## src/io_pkg.sv

```systemverilog
//////////////////////////////////////////////////
// IO subsystem widths, address map, register
// offsets, response codes and byte strobe merge
//////////////////////////////////////////////////

package io_pkg;

    // Data and address widths
    localparam int XLEN      = 32;
    localparam int IO_ADDR_W = 8;

    typedef logic [XLEN-1:0]      word_t;
    typedef logic [IO_ADDR_W-1:0] addr_t;
    typedef logic [XLEN/8-1:0]    strb_t;

    //////////////////////////////////////////////////
    // Memory map of the IO window
    //////////////////////////////////////////////////

    localparam addr_t GPIO_BASE  = 8'h00;
    localparam addr_t GPIO_SIZE  = 8'd8;
    // UART window is left unmapped
    localparam addr_t UART_BASE  = 8'h08;
    localparam addr_t UART_SIZE  = 8'd16;
    localparam addr_t CLINT_BASE = 8'h18;
    localparam addr_t CLINT_SIZE = 8'd20;

    // GPIO word offsets
    localparam addr_t GPIO_OUT_OFS = 8'h00;
    localparam addr_t GPIO_IN_OFS  = 8'h04;

    // CLINT word offsets
    localparam addr_t CLINT_MSIP_OFS    = 8'h00;
    localparam addr_t CLINT_CMP_LO_OFS  = 8'h04;
    localparam addr_t CLINT_CMP_HI_OFS  = 8'h08;
    localparam addr_t CLINT_TIME_LO_OFS = 8'h0c;
    localparam addr_t CLINT_TIME_HI_OFS = 8'h10;

    // Same coding as the AXI response field
    typedef enum logic [1:0] {
        OKAY   = 2'd0,
        SLVERR = 2'd2,
        DECERR = 2'd3
    } io_resp_t;

    typedef enum logic [1:0] {
        SEL_NONE,
        SEL_GPIO,
        SEL_CLINT
    } io_sel_t;

    // Replace the strobed bytes of a word
    function automatic word_t apply_strb(word_t cur, word_t data, strb_t strb);
        word_t res;
        res = cur;
        for (int i = 0; i < XLEN/8; i++) begin
            if (strb[i]) begin
                res[8*i +: 8] = data[8*i +: 8];
            end
        end
        return res;
    endfunction

endpackage
```

## src/io_platform.sv

```systemverilog
//////////////////////////////////////////////////
// IO subsystem top: decoder, synchronizers,
// GPIO and CLINT
//////////////////////////////////////////////////

`timescale 1ns/100ps

module io_platform #(
    parameter int SYNC_STAGES = 2
) (
    input  logic             aclk,
    input  logic             arst_n,
    // Request channel
    input  logic             req_valid,
    output logic             req_ready,
    input  logic             req_write,
    input  io_pkg::addr_t    req_addr,
    input  io_pkg::word_t    req_wdata,
    input  io_pkg::strb_t    req_wstrb,
    // Response channel
    output logic             rsp_valid,
    input  logic             rsp_ready,
    output io_pkg::word_t    rsp_rdata,
    output io_pkg::io_resp_t rsp_resp,
    // Pins and interrupts
    input  logic             rtc,
    input  io_pkg::word_t    gpio_in,
    output io_pkg::word_t    gpio_out,
    output logic             sw_irq,
    output logic             timer_irq
);

    logic          gpio_we;
    logic          clint_we;
    io_pkg::addr_t ofs;
    io_pkg::word_t wdata;
    io_pkg::strb_t wstrb;
    io_pkg::word_t gpio_rdata;
    logic          gpio_err;
    io_pkg::word_t clint_rdata;
    io_pkg::word_t gpio_in_sync;
    logic          rtc_sync;

    //////////////////////////////////////////////////
    // Register port
    //////////////////////////////////////////////////

    io_decoder u_decoder (
        .aclk        (aclk),
        .arst_n      (arst_n),
        .req_valid   (req_valid),
        .req_ready   (req_ready),
        .req_write   (req_write),
        .req_addr    (req_addr),
        .req_wdata   (req_wdata),
        .req_wstrb   (req_wstrb),
        .rsp_valid   (rsp_valid),
        .rsp_ready   (rsp_ready),
        .rsp_rdata   (rsp_rdata),
        .rsp_resp    (rsp_resp),
        .gpio_we     (gpio_we),
        .clint_we    (clint_we),
        .ofs         (ofs),
        .wdata       (wdata),
        .wstrb       (wstrb),
        .gpio_rdata  (gpio_rdata),
        .gpio_err    (gpio_err),
        .clint_rdata (clint_rdata)
    );

    //////////////////////////////////////////////////
    // Input synchronizers
    //////////////////////////////////////////////////

    io_sync #(
        .SYNC_STAGES (SYNC_STAGES),
        .data_t      (io_pkg::word_t)
    ) u_gpio_sync (
        .aclk     (aclk),
        .arst_n   (arst_n),
        .async_in (gpio_in),
        .sync_out (gpio_in_sync)
    );

    io_sync #(
        .SYNC_STAGES (SYNC_STAGES),
        .data_t      (logic)
    ) u_rtc_sync (
        .aclk     (aclk),
        .arst_n   (arst_n),
        .async_in (rtc),
        .sync_out (rtc_sync)
    );

    //////////////////////////////////////////////////
    // Register windows
    //////////////////////////////////////////////////

    gpio_regs u_gpio (
        .aclk     (aclk),
        .arst_n   (arst_n),
        .we       (gpio_we),
        .ofs      (ofs),
        .wdata    (wdata),
        .wstrb    (wstrb),
        .pins_in  (gpio_in_sync),
        .rdata    (gpio_rdata),
        .err      (gpio_err),
        .pins_out (gpio_out)
    );

    clint_timer u_clint (
        .aclk      (aclk),
        .arst_n    (arst_n),
        .we        (clint_we),
        .ofs       (ofs),
        .wdata     (wdata),
        .wstrb     (wstrb),
        .rtc_sync  (rtc_sync),
        .rdata     (clint_rdata),
        .sw_irq    (sw_irq),
        .timer_irq (timer_irq)
    );

endmodule

```

## src/clint_timer.sv

```systemverilog
//////////////////////////////////////////////////
// CLINT: rtc driven machine timer, compare and
// software interrupt registers
//////////////////////////////////////////////////

`timescale 1ns/100ps

module clint_timer (
    input  logic          aclk,
    input  logic          arst_n,
    input  logic          we,
    input  io_pkg::addr_t ofs,
    input  io_pkg::word_t wdata,
    input  io_pkg::strb_t wstrb,
    input  logic          rtc_sync,
    output io_pkg::word_t rdata,
    output logic          sw_irq,
    output logic          timer_irq
);

    localparam int XLEN = io_pkg::XLEN;

    logic                rtc_q;
    logic                rtc_rise;
    logic [2*XLEN-1:0]   mtime;
    logic [2*XLEN-1:0]   mtimecmp;
    logic                msip;
    logic                msip_we;
    logic                cmp_lo_we;
    logic                cmp_hi_we;
    logic                time_lo_we;
    logic                time_hi_we;

    assign msip_we    = we & (ofs == io_pkg::CLINT_MSIP_OFS);
    assign cmp_lo_we  = we & (ofs == io_pkg::CLINT_CMP_LO_OFS);
    assign cmp_hi_we  = we & (ofs == io_pkg::CLINT_CMP_HI_OFS);
    assign time_lo_we = we & (ofs == io_pkg::CLINT_TIME_LO_OFS);
    assign time_hi_we = we & (ofs == io_pkg::CLINT_TIME_HI_OFS);

    //////////////////////////////////////////////////
    // Real-time clock edge and machine timer
    //////////////////////////////////////////////////

    assign rtc_rise = rtc_sync & ~rtc_q;

    always_ff @(posedge aclk or negedge arst_n) begin
        if (!arst_n) begin
            rtc_q <= 1'b0;
        end else begin
            rtc_q <= rtc_sync;
        end
    end

    // Software writes win over the tick
    always_ff @(posedge aclk or negedge arst_n) begin
        if (!arst_n) begin
            mtime <= '0;
        end else if (time_lo_we) begin
            mtime[XLEN-1:0] <= io_pkg::apply_strb(mtime[XLEN-1:0], wdata, wstrb);
        end else if (time_hi_we) begin
            mtime[2*XLEN-1:XLEN] <= io_pkg::apply_strb(mtime[2*XLEN-1:XLEN], wdata, wstrb);
        end else if (rtc_rise) begin
            mtime <= mtime + 1'b1;
        end
    end

    //////////////////////////////////////////////////
    // Compare and software interrupt
    //////////////////////////////////////////////////

    always_ff @(posedge aclk or negedge arst_n) begin
        if (!arst_n) begin
            mtimecmp <= '1;
        end else if (cmp_lo_we) begin
            mtimecmp[XLEN-1:0] <= io_pkg::apply_strb(mtimecmp[XLEN-1:0], wdata, wstrb);
        end else if (cmp_hi_we) begin
            mtimecmp[2*XLEN-1:XLEN] <=
                io_pkg::apply_strb(mtimecmp[2*XLEN-1:XLEN], wdata, wstrb);
        end
    end

    // Only bit 0 of the msip word is implemented
    always_ff @(posedge aclk or negedge arst_n) begin
        if (!arst_n) begin
            msip <= 1'b0;
        end else if (msip_we && wstrb[0]) begin
            msip <= wdata[0];
        end
    end

    // Compare registered, follows a change by one cycle
    always_ff @(posedge aclk or negedge arst_n) begin
        if (!arst_n) begin
            timer_irq <= 1'b0;
        end else begin
            timer_irq <= (mtime >= mtimecmp);
        end
    end

    assign sw_irq = msip;

    always_comb begin
        case (ofs)
            io_pkg::CLINT_MSIP_OFS:    rdata = {{(XLEN-1){1'b0}}, msip};
            io_pkg::CLINT_CMP_LO_OFS:  rdata = mtimecmp[XLEN-1:0];
            io_pkg::CLINT_CMP_HI_OFS:  rdata = mtimecmp[2*XLEN-1:XLEN];
            io_pkg::CLINT_TIME_LO_OFS: rdata = mtime[XLEN-1:0];
            io_pkg::CLINT_TIME_HI_OFS: rdata = mtime[2*XLEN-1:XLEN];
            default:                   rdata = '0;
        endcase
    end

endmodule

```

## src/gpio_regs.sv

```systemverilog
//////////////////////////////////////////////////
// GPIO output register and input readback
//////////////////////////////////////////////////

`timescale 1ns/100ps

module gpio_regs (
    input  logic          aclk,
    input  logic          arst_n,
    input  logic          we,
    input  io_pkg::addr_t ofs,
    input  io_pkg::word_t wdata,
    input  io_pkg::strb_t wstrb,
    input  io_pkg::word_t pins_in,
    output io_pkg::word_t rdata,
    output logic          err,
    output io_pkg::word_t pins_out
);

    io_pkg::word_t out_q;
    logic          out_we;

    assign out_we = we & (ofs == io_pkg::GPIO_OUT_OFS);

    // Input word is read only
    assign err = we & (ofs == io_pkg::GPIO_IN_OFS);

    always_ff @(posedge aclk or negedge arst_n) begin
        if (!arst_n) begin
            out_q <= '0;
        end else if (out_we) begin
            out_q <= io_pkg::apply_strb(out_q, wdata, wstrb);
        end
    end

    assign pins_out = out_q;

    always_comb begin
        case (ofs)
            io_pkg::GPIO_OUT_OFS: rdata = out_q;
            io_pkg::GPIO_IN_OFS:  rdata = pins_in;
            default:              rdata = '0;
        endcase
    end

endmodule

```

## src/io_decoder.sv

```systemverilog
//////////////////////////////////////////////////
// Request control, window decode, response
// capture and back-pressure of the IO port
//////////////////////////////////////////////////

`timescale 1ns/100ps

module io_decoder (
    input  logic             aclk,
    input  logic             arst_n,
    // Request channel
    input  logic             req_valid,
    output logic             req_ready,
    input  logic             req_write,
    input  io_pkg::addr_t    req_addr,
    input  io_pkg::word_t    req_wdata,
    input  io_pkg::strb_t    req_wstrb,
    // Response channel
    output logic             rsp_valid,
    input  logic             rsp_ready,
    output io_pkg::word_t    rsp_rdata,
    output io_pkg::io_resp_t rsp_resp,
    // Window side
    output logic             gpio_we,
    output logic             clint_we,
    output io_pkg::addr_t    ofs,
    output io_pkg::word_t    wdata,
    output io_pkg::strb_t    wstrb,
    input  io_pkg::word_t    gpio_rdata,
    input  logic             gpio_err,
    input  io_pkg::word_t    clint_rdata
);

    logic             pending;
    logic             accept;
    io_pkg::io_sel_t  sel;
    io_pkg::addr_t    gpio_rel;
    io_pkg::addr_t    uart_rel;
    io_pkg::addr_t    clint_rel;
    io_pkg::word_t    rdata_d;
    io_pkg::io_resp_t resp_d;

    //////////////////////////////////////////////////
    // Address decode
    //////////////////////////////////////////////////

    // Below-base addresses wrap and fail the size test
    assign gpio_rel  = req_addr - io_pkg::GPIO_BASE;
    assign uart_rel  = req_addr - io_pkg::UART_BASE;
    assign clint_rel = req_addr - io_pkg::CLINT_BASE;

    always_comb begin
        if (gpio_rel < io_pkg::GPIO_SIZE) begin
            sel = io_pkg::SEL_GPIO;
        end else if (uart_rel < io_pkg::UART_SIZE) begin
            // UART hole, no target
            sel = io_pkg::SEL_NONE;
        end else if (clint_rel < io_pkg::CLINT_SIZE) begin
            sel = io_pkg::SEL_CLINT;
        end else begin
            sel = io_pkg::SEL_NONE;
        end
    end

    // Word offset inside the window, byte lanes dropped
    always_comb begin
        case (sel)
            io_pkg::SEL_GPIO:  ofs = {gpio_rel[io_pkg::IO_ADDR_W-1:2], 2'b00};
            io_pkg::SEL_CLINT: ofs = {clint_rel[io_pkg::IO_ADDR_W-1:2], 2'b00};
            default:           ofs = '0;
        endcase
    end

    //////////////////////////////////////////////////
    // Handshake and write strobes
    //////////////////////////////////////////////////

    assign req_ready = ~pending;
    assign rsp_valid = pending;
    assign accept    = req_valid & ~pending;

    assign gpio_we  = accept & req_write & (sel == io_pkg::SEL_GPIO);
    assign clint_we = accept & req_write & (sel == io_pkg::SEL_CLINT);
    assign wdata    = req_wdata;
    assign wstrb    = req_wstrb;

    // Response word and code for the current request
    always_comb begin
        rdata_d = '0;
        resp_d  = io_pkg::OKAY;
        case (sel)
            io_pkg::SEL_GPIO: begin
                if (gpio_err) begin
                    resp_d = io_pkg::SLVERR;
                end else if (!req_write) begin
                    rdata_d = gpio_rdata;
                end
            end
            io_pkg::SEL_CLINT: begin
                if (!req_write) begin
                    rdata_d = clint_rdata;
                end
            end
            default: resp_d = io_pkg::DECERR;
        endcase
    end

    // One access in flight, cleared by the response handshake
    always_ff @(posedge aclk or negedge arst_n) begin
        if (!arst_n) begin
            pending <= 1'b0;
        end else if (accept) begin
            pending <= 1'b1;
        end else if (pending && rsp_ready) begin
            pending <= 1'b0;
        end
    end

    always_ff @(posedge aclk) begin
        if (accept) begin
            rsp_rdata <= rdata_d;
            rsp_resp  <= resp_d;
        end
    end

endmodule

```

## src/io_sync.sv

```systemverilog
//////////////////////////////////////////////////
// Multi-stage synchronizer, generic payload
//////////////////////////////////////////////////

`timescale 1ns/100ps

module io_sync #(
    parameter int  SYNC_STAGES = 2,
    parameter type data_t      = logic
) (
    input  logic  aclk,
    input  logic  arst_n,
    input  data_t async_in,
    output data_t sync_out
);

    // Stage 0 samples the asynchronous input
    data_t stages [SYNC_STAGES];

    always_ff @(posedge aclk or negedge arst_n) begin
        if (!arst_n) begin
            for (int i = 0; i < SYNC_STAGES; i++) begin
                stages[i] <= '0;
            end
        end else begin
            stages[0] <= async_in;
            for (int i = 1; i < SYNC_STAGES; i++) begin
                stages[i] <= stages[i-1];
            end
        end
    end

    assign sync_out = stages[SYNC_STAGES-1];

endmodule

```

## config.mk

```make
export PLATFORM = sky130hd
export DESIGN_NAME = io_platform
export DESIGN_NICKNAME = d
export VERILOG_FILES = /design/src/io_pkg.sv /design/src/io_platform.sv /design/src/clint_timer.sv /design/src/gpio_regs.sv /design/src/io_decoder.sv /design/src/io_sync.sv
export SDC_FILE = /design/constraint.sdc
export NUM_CORES = 1
export LEC_CHECK = 0
export ABC_AREA = 1
export BUFFER_PORTS_ARGS = -buffer_cell sky130_fd_sc_hd__buf_2
export CELL_PAD_IN_SITES_DETAIL_PLACEMENT = 2
export CELL_PAD_IN_SITES_GLOBAL_PLACEMENT = 2
export CORE_MARGIN = 2
export CORE_UTILIZATION = 38
export CTS_CLUSTER_SIZE = 40
export DETAILED_ROUTE_END_ITERATION = 10
export HOLD_SLACK_MARGIN = 0.06
export PLACE_DENSITY_LB_ADDON = 0.05
export SLEW_MARGIN = 30
export SYNTH_ARGS = -nofsm -noshare
export SYNTH_HDL_FRONTEND = slang
export SYNTH_SLANG_ARGS = --single-unit
```

## constraint.sdc

```tcl
create_clock -name aclk -period 4.45 [get_ports aclk]
set_input_delay 1.1125 -clock aclk [delete_from_list [all_inputs] [get_ports aclk]]
set_output_delay 1.1125 -clock aclk [all_outputs]
set_load 0.005 [all_outputs]
```

* Word-level counts from Yosys, hierarchy flattened *
Index checks and enable logic that the tools add are counted.

cells by class
  add/subtract/negate cells = 3
  $mul = 0
  divide/modulo/power cells = 0
  $lt $le $gt $ge = 4
  eq/ne operators = 15
  shift operators = 0
  muxes and demuxes = 22
  bitwise operators = 16
  reduce and logical (&&, ||, !) cells = 26

operators with widths
  operator                                                                      number
  32-bit two-way mux                                                            6
  32-bit case mux with 5 select lines                                           1
  32-bit case mux with 2 select lines                                           2
  64-bit by 1-bit adder with 64-bit output, second input constant               1
  64-bit greater-or-equal comparator                                            1
  64-bit two-way mux                                                            1
  3-bit AND reduction                                                           12
  8-bit two-way mux                                                             4
  8-bit by 4-bit == test with 1-bit output, second input constant               2
  8-bit by 5-bit less-than comparator with 1-bit output, second input constant  2
  2-bit inequality test, second input constant                                  8
  8-bit case mux with 2 select lines                                            1
  2-bit AND reduction                                                           8
  1-bit AND                                                                     12
  8-bit by 3-bit == test with 1-bit output, second input constant               1
  8-bit by 5-bit == test with 1-bit output, second input constant               1
  8-bit zero test                                                               1
  8-bit by 4-bit less-than comparator with 1-bit output, second input constant  1
  2-bit two-way mux                                                             4
  8-bit by 4-bit subtractor with 8-bit output, second input constant            1
  8-bit by 5-bit subtractor with 8-bit output, second input constant            1
  2-bit nonzero test                                                            3
  1-bit NOT                                                                     4
  2-bit case mux with 2 select lines                                            1
  other kinds (5)                                                               7

storage, ports and cells
  register bits = 264
  bits in latches = 0
  RAM bits = 0
  ROM bits = 0
  logic and storage cells = 116
  memories kept = 0

* Logic depth before layout (Yosys ltp) *
  depth after elaboration = 12
  mapped depth = 16
  depth with buffers taken out = 15

* Hierarchy *
From an unflattened synthesis, not the netlist that was laid out.

unflattened totals
  cells, all modules = 2,285
  area, all modules = 16,647.2 µm²

modules (own cells, without submodules)
  module                 times used  cells each  area each (µm²)  sequential area each (µm²)
  clint_timer            1           1,614       10,407.5         3,358.2
  io_decoder             1           315         2,496.1          1,046.0
  gpio_regs              1           258         1,851.8          800.8
  io_sync (u_gpio_sync)  1           96          1,841.8          1,601.5
  io_sync (u_rtc_sync)   1           2           50.0             50.0

* Least setup slack after synthesis *
No wires, ideal clock.

  kind = input-to-reg
  from = input req_valid
  to = register u_gpio.out_q[10], in the netlist u_gpio.pins_out[10]
  arrival = 3,188 ps
  required time = 4,384 ps
  path slack = 1,196 ps
  cell stages on the path = 8
  cell sequence = nand2_1 -> inv_1 -> nand2_1 -> nor2_1 -> clkbuf_1 -> clkbuf_1 -> nand4_1 -> nand2_1

on the way
  longest elaborated chain between the ends = 5

ends and longest elaborated chain
  item                                  line               text
  start, declared                       io_platform.sv:14  input logic req_valid,
  1-bit AND                             io_decoder.sv:80   assign accept = req_valid & ~pending;
  net u_decoder.accept                  io_decoder.sv:35   logic accept;
  1-bit AND (2 in a row)                io_decoder.sv:82   assign gpio_we = accept & req_write & (sel == io_pkg::SEL_GPIO);
  1-bit AND                             gpio_regs.sv:23    assign out_we = we & (ofs == io_pkg::GPIO_OUT_OFS);
  2-bit AND reduction (no source line)  -
  end signal, assigned                  gpio_regs.sv:32    out_q <= io_pkg::apply_strb(out_q, wdata, wstrb);
  end, declared                         gpio_regs.sv:20    io_pkg::word_t out_q;

The timed path passes the listed nets, and every way through them passes these cells.
A chain may end at the register's enable or synchronous reset.

* Worst setup path in the final report *
  from = input req_addr[3]
  to = register u_clint.mtime[8]

on the way
  longest elaborated chain between the ends = 11
  elaborated cells on any way between the ends = 21
  classes of those cells = add/sub (2); order compare (3); eq/ne (6); mux (5); bitwise (3); reduce/logical (2)

ends and longest elaborated chain
  item                                                                                                  line                                  text
  start, declared                                                                                       io_platform.sv:17                     input io_pkg::addr_t req_addr,
  8-bit by 5-bit subtractor with 8-bit output                                                           io_decoder.sv:50                      assign clint_rel = req_addr - io_pkg::CLINT_BASE;
  8-bit by 5-bit less-than comparator with 1-bit output                                                 io_decoder.sv:58                      end else if (clint_rel < io_pkg::CLINT_SIZE) begin
  2-bit two-way mux                                                                                     io_decoder.sv:58
  2-bit two-way mux                                                                                     io_decoder.sv:55                      end else if (uart_rel < io_pkg::UART_SIZE) begin
  2-bit two-way mux                                                                                     io_decoder.sv:53                      if (gpio_rel < io_pkg::GPIO_SIZE) begin
  2-bit == test or 2-bit by 1-bit == test with 1-bit output (tied branches)                             io_decoder.sv:67, io_decoder.sv:83
  8-bit case mux with 2 select lines                                                                    io_decoder.sv:67                      case (sel)
  8-bit by 4-bit == test with 1-bit output or 8-bit by 5-bit == test with 1-bit output (tied branches)  clint_timer.sv:37, clint_timer.sv:38
  1-bit AND, on equally long branches                                                                   clint_timer.sv:37, clint_timer.sv:38
  2-bit inequality test (no source line), or another cell as far along                                  -
  3-bit AND reduction (no source line)                                                                  -
  end signal, assigned by index                                                                         clint_timer.sv:59                     mtime[XLEN-1:0] <= io_pkg::apply_strb(mtime[XLEN-1:0], wdata, wstrb);
  end signal, assigned by index                                                                         clint_timer.sv:61                     mtime[2*XLEN-1:XLEN] <= io_pkg::apply_strb(mtime[2*XLEN-1:XLEN], wdata, wstrb);
  end signal, assigned                                                                                  clint_timer.sv:63                     mtime <= mtime + 1'b1;
  end, declared                                                                                         clint_timer.sv:25                     logic [2*XLEN-1:0] mtime;

Several ways; a longest one is shown, not always the timed one.

==> run_results.csv <==
group,metric,value,unit
hold_path,hold_path.class,"reg -> reg",
placement,io_buffers,149,
finish,multi_input_comb_area,7260,um^2
yosys,yosys.area.top_type_share,27.2,%
finish,register_area,6860,um^2
finish,area_growth,16.3,%
clock_tree,hold_buffers,0,
finish,fin_area,17800,um^2
detailed_routing,firstDrtPassIters,5,
yosys,ys_seq_area_share,44.9,%
sta,fin_crit_sh,76.8,%
yosys,ys.flop_type,"dfrtp_1",
clock_tree,clkTransAtPathRegs,60,ps
clock_tree,cts_buffer_depth,3,
detailed_routing,final_antenna_net_count,0,
critical_path,arrival,3830,ps
grt,grt_max_degree,92,
yosys,synth-seq-cells,264,
sta,finClkSkew,19.3,ps
yosys,syn_nets,2169,
placement,dp_slack,480,ps
hold_path,worstHoldEndpoint,"u_gpio_sync.sync_out[9]$_DFF_PN0_",
yosys,synth_cell_types,41,
critical_path,cp-start-kind,"primary input",
sta,finalWorstSetupSlack,1030,ps
floorplanning,std_cell_rows,73,
yosys,synth-edff-count,34,
yosys,async_reset_ff_share,87.1,%
floorplanning,die_y,205,um
sta,finalCriticalPeriod,3420,ps
detailed_routing,wl_per_cell,24.1,um
sta,maxSlewViolCount,0,
detailed_routing,num_vias,14600,
floorplanning,initial_core_util,38.5,%
grt,gr-total-overflow,0,
detailed_routing,wirelength,65600,um
detailed_routing,drt_iter0_drc,587,
hold_path,min-delay-start,"u_gpio_sync.stages[41]$_DFF_PN0_",
critical_path,cp_max_fo,20,
sta,tns,0,ps
status,status,"completed",
sta,clock.fmax,0.293,GHz
critical_path,crit_slowest_cell,"nand2_1",
yosys,netlist_instances,2020,
yosys,synthTopCellsByCount,"nand2_1 (766), inv_1 (209), dfrtp_1 (166)",
clock_tree,cts_resized,0,
hold_path,hold_depth,0,
critical_path,max_stage_delay,400,ps
critical_path,worstSetupPathType,"in -> reg",
clock_tree,cts-buffers-inserted,35,
sta,setup_viol,0,
placement,place.gp.congestion,0.913,
placement,placed_area,16600,um^2
floorplanning,die_w,205,um
critical_path,r2r_end,"u_clint.mtime[54]$_DFFE_PN0P_",
floorplanning,core,39700,um^2
sta,relSlewSlack,41.4,%
detailed_routing,viasPerCell,5.37,
clock_tree,root_buffer,"clkbuf_16",
flow_run,cap_violations,0,
pwr,ir_drop,328,uV
clock_tree,cts_setup_buffers,0,
yosys,yosys_warnings,0,
sta,worstMarginPinSlew,872,ps
grt,grtUsageTotal,32.0,%
clock_tree,cts_sinks,264,
floorplanning,ios,152,
pwr,p_leak,0.00861,uW
grt,grt_pass1_wl,99600,um
critical_path,end_kind,"register",
critical_path,reg2reg_depth,11,
clock_tree,cts_tree,"done",
floorplanning,die-area,41800,um^2
sta,hold_viol,0,
yosys,syn_area_per_cell,7.57,um^2
pwr,cellPowerDensity,375,nW/um^2
placement,hpwlAfterDp,50000,um
grt,antenna_found_initial,0,
finish,nFillCells,4638,
sta,rsz0062_at_grt,"no",
detailed_routing,drc,0,
sta,hold_ws,345,ps
clock_tree,clock_latency,550,ps
critical_path,timing.rr.start,"u_clint.mtime[0]$_DFFE_PN0P_",
finish,fin_nets,2318,
critical_path,worstPathRequired,4860,ps
grt,grt_pass1_vias,16200,
critical_path,crit_chain,"buf_2 -> inv_2 -> ha_1 -> o21ai_1 -> nand3_2 -> nor2_4 -> nand3_2 -> nor2_4 -> nand2_4 -> nand3_2 -> nand2_1 -> nand2_1 -> o21ai_1",
yosys,yosys-top-cells-area,"dfrtp_1 (27%), nand2_1 (19%), dfstp_2 (11%), edfxtp_1 (6.7%), ha_1 (5.5%)",
yosys,yosysTopAreaCell,"dfrtp_1",
yosys,yosysMostFrequentCell,"nand2_1",
critical_path,ff2ff_setup_slack,1390,ps
finish,n_antenna_cell,0,
yosys,synth_area,15300,um^2
critical_path,path_common_cell,"nand3_2",
finish,drive_gt1_share,15.8,%
clock_tree,cts_htree_levels,2,
[layout by cell type (no fill, tap or decap), drive strengths merged]
cell | netlist | final
nand2 | 782 | 782
o21ai | 250 | 250
inv | 216 | 216
buf | 42 | 173
dfrtp | 166 | 166
nor2 | 119 | 119
nand3 | 76 | 76
ha | 67 | 67
dfstp | 64 | 64
clkbuf | 19 | 51
xor2 | 50 | 50
nand4 | 47 | 47
a21oi | 41 | 41
edfxtp | 34 | 34
nor3 | 33 | 33
clkinv | 1 | 10
o21a | 3 | 3
nand3b | 2 | 2
xnor2 | 2 | 2
bufinv | 0 | 2
o21bai | 1 | 1
and3 | 1 | 1
o211ai | 1 | 1
o221ai | 1 | 1
nor4 | 1 | 1
or2 | 1 | 1
clkinvlp | 0 | 1
[cell families (layout without fill, tap and decap cells)]
logic type      count (synthesis)  after routing  share of synthesized area [%]
compound gates                297            297                           9.93
xor+xnor                       52             52                           2.98
fa+ha+maj                      67             67                           5.48
buf+inv                       278            453                           7.69
flops                         264            264                           44.9
simple gates                 1062           1062                           29.1
[cell type report]
class,count,area share (%)
repair buffers,173,5.48
flip-flops and latches,264,38.6
clock inverters,12,0.774
clock buffers,51,6.01
multi-input cells,1478,40.8
inverters,217,4.62
well taps,525,3.70
[critical path, delay by kind of cell]
kind,cells,cell delay (ps)
AOI/OAI and AO/OA,2,190
adders and majority gates,1,340
buffers and inverters,2,190
and+or+nand+nor,8,1990
[through the flow]
step | util [%] | instances | total power (uW)
4_1_cts | 44.7 | 2720 | 6740
2_1_floorplan | - | 2020 | 3290
3_3_place_gp | 41.7 | 2657 | 3700
5_1_grt | 44.7 | 2720 | 6930
6_report | 44.7 | 2720 | 6670
3_5_place_dp | 41.7 | 2657 | 3760
[routing by layer]
| layer | vias to the layer above | GRT usage [%] | wire [um] |
|---|---|---|---|
| li1 | 6769 | - | - |
| met1 | 7473 | 38.1 | 27200 |
| met2 | 257 | 58.1 | 33700 |
| met3 | 119 | 3.64 | 1700 |
| met4 | 0 | 13.2 | 2980 |
| met5 | - | 0 | 0 |
[power breakdown]
part | switching, uW | leakage [uW] | internal, uW | total (uW)
logic | 607 | 0.00490 | 285 | 891
clock network | 1150 | 0.000595 | 1790 | 2940
registers | 207 | 0.00311 | 2630 | 2840
total | 1970 | 0.00861 | 4700 | 6670
[how the worst max path moves through the flow]
stage | cells past startpoint | to | slack [ps] | from
finish | 13 | u_clint.mtime[8]$_DFFE_PN0P_ | 1030 | req_addr[3]
global route | 14 | u_clint.mtime[49]$_DFFE_PN0P_ | 860 | req_addr[3]
CTS | 13 | u_decoder.rsp_rdata[16]$_DFFE_PP_ | 1080 | req_addr[3]
detailed placement | 13 | u_decoder.rsp_rdata[16]$_DFFE_PP_ | 480 | req_addr[3]
global placement | 14 | u_clint.mtime[53]$_DFFE_PN0P_ | 630 | req_addr[3]
floorplan | 8 | u_gpio.pins_out[10]$_DFFE_PN0P_ | 1200 | req_valid
[flip-flops by register name, indices dropped and copies added (netlist names), 2 cells and up]
signal	count
u_clint.mtimecmp	64
u_gpio_sync.stages	32
u_decoder.rsp_resp	2
u_decoder.rsp_rdata	32
u_clint.mtime	64
u_gpio.pins_out	32
u_gpio_sync.sync_out	32
Power figures use the tool's default switching activity.
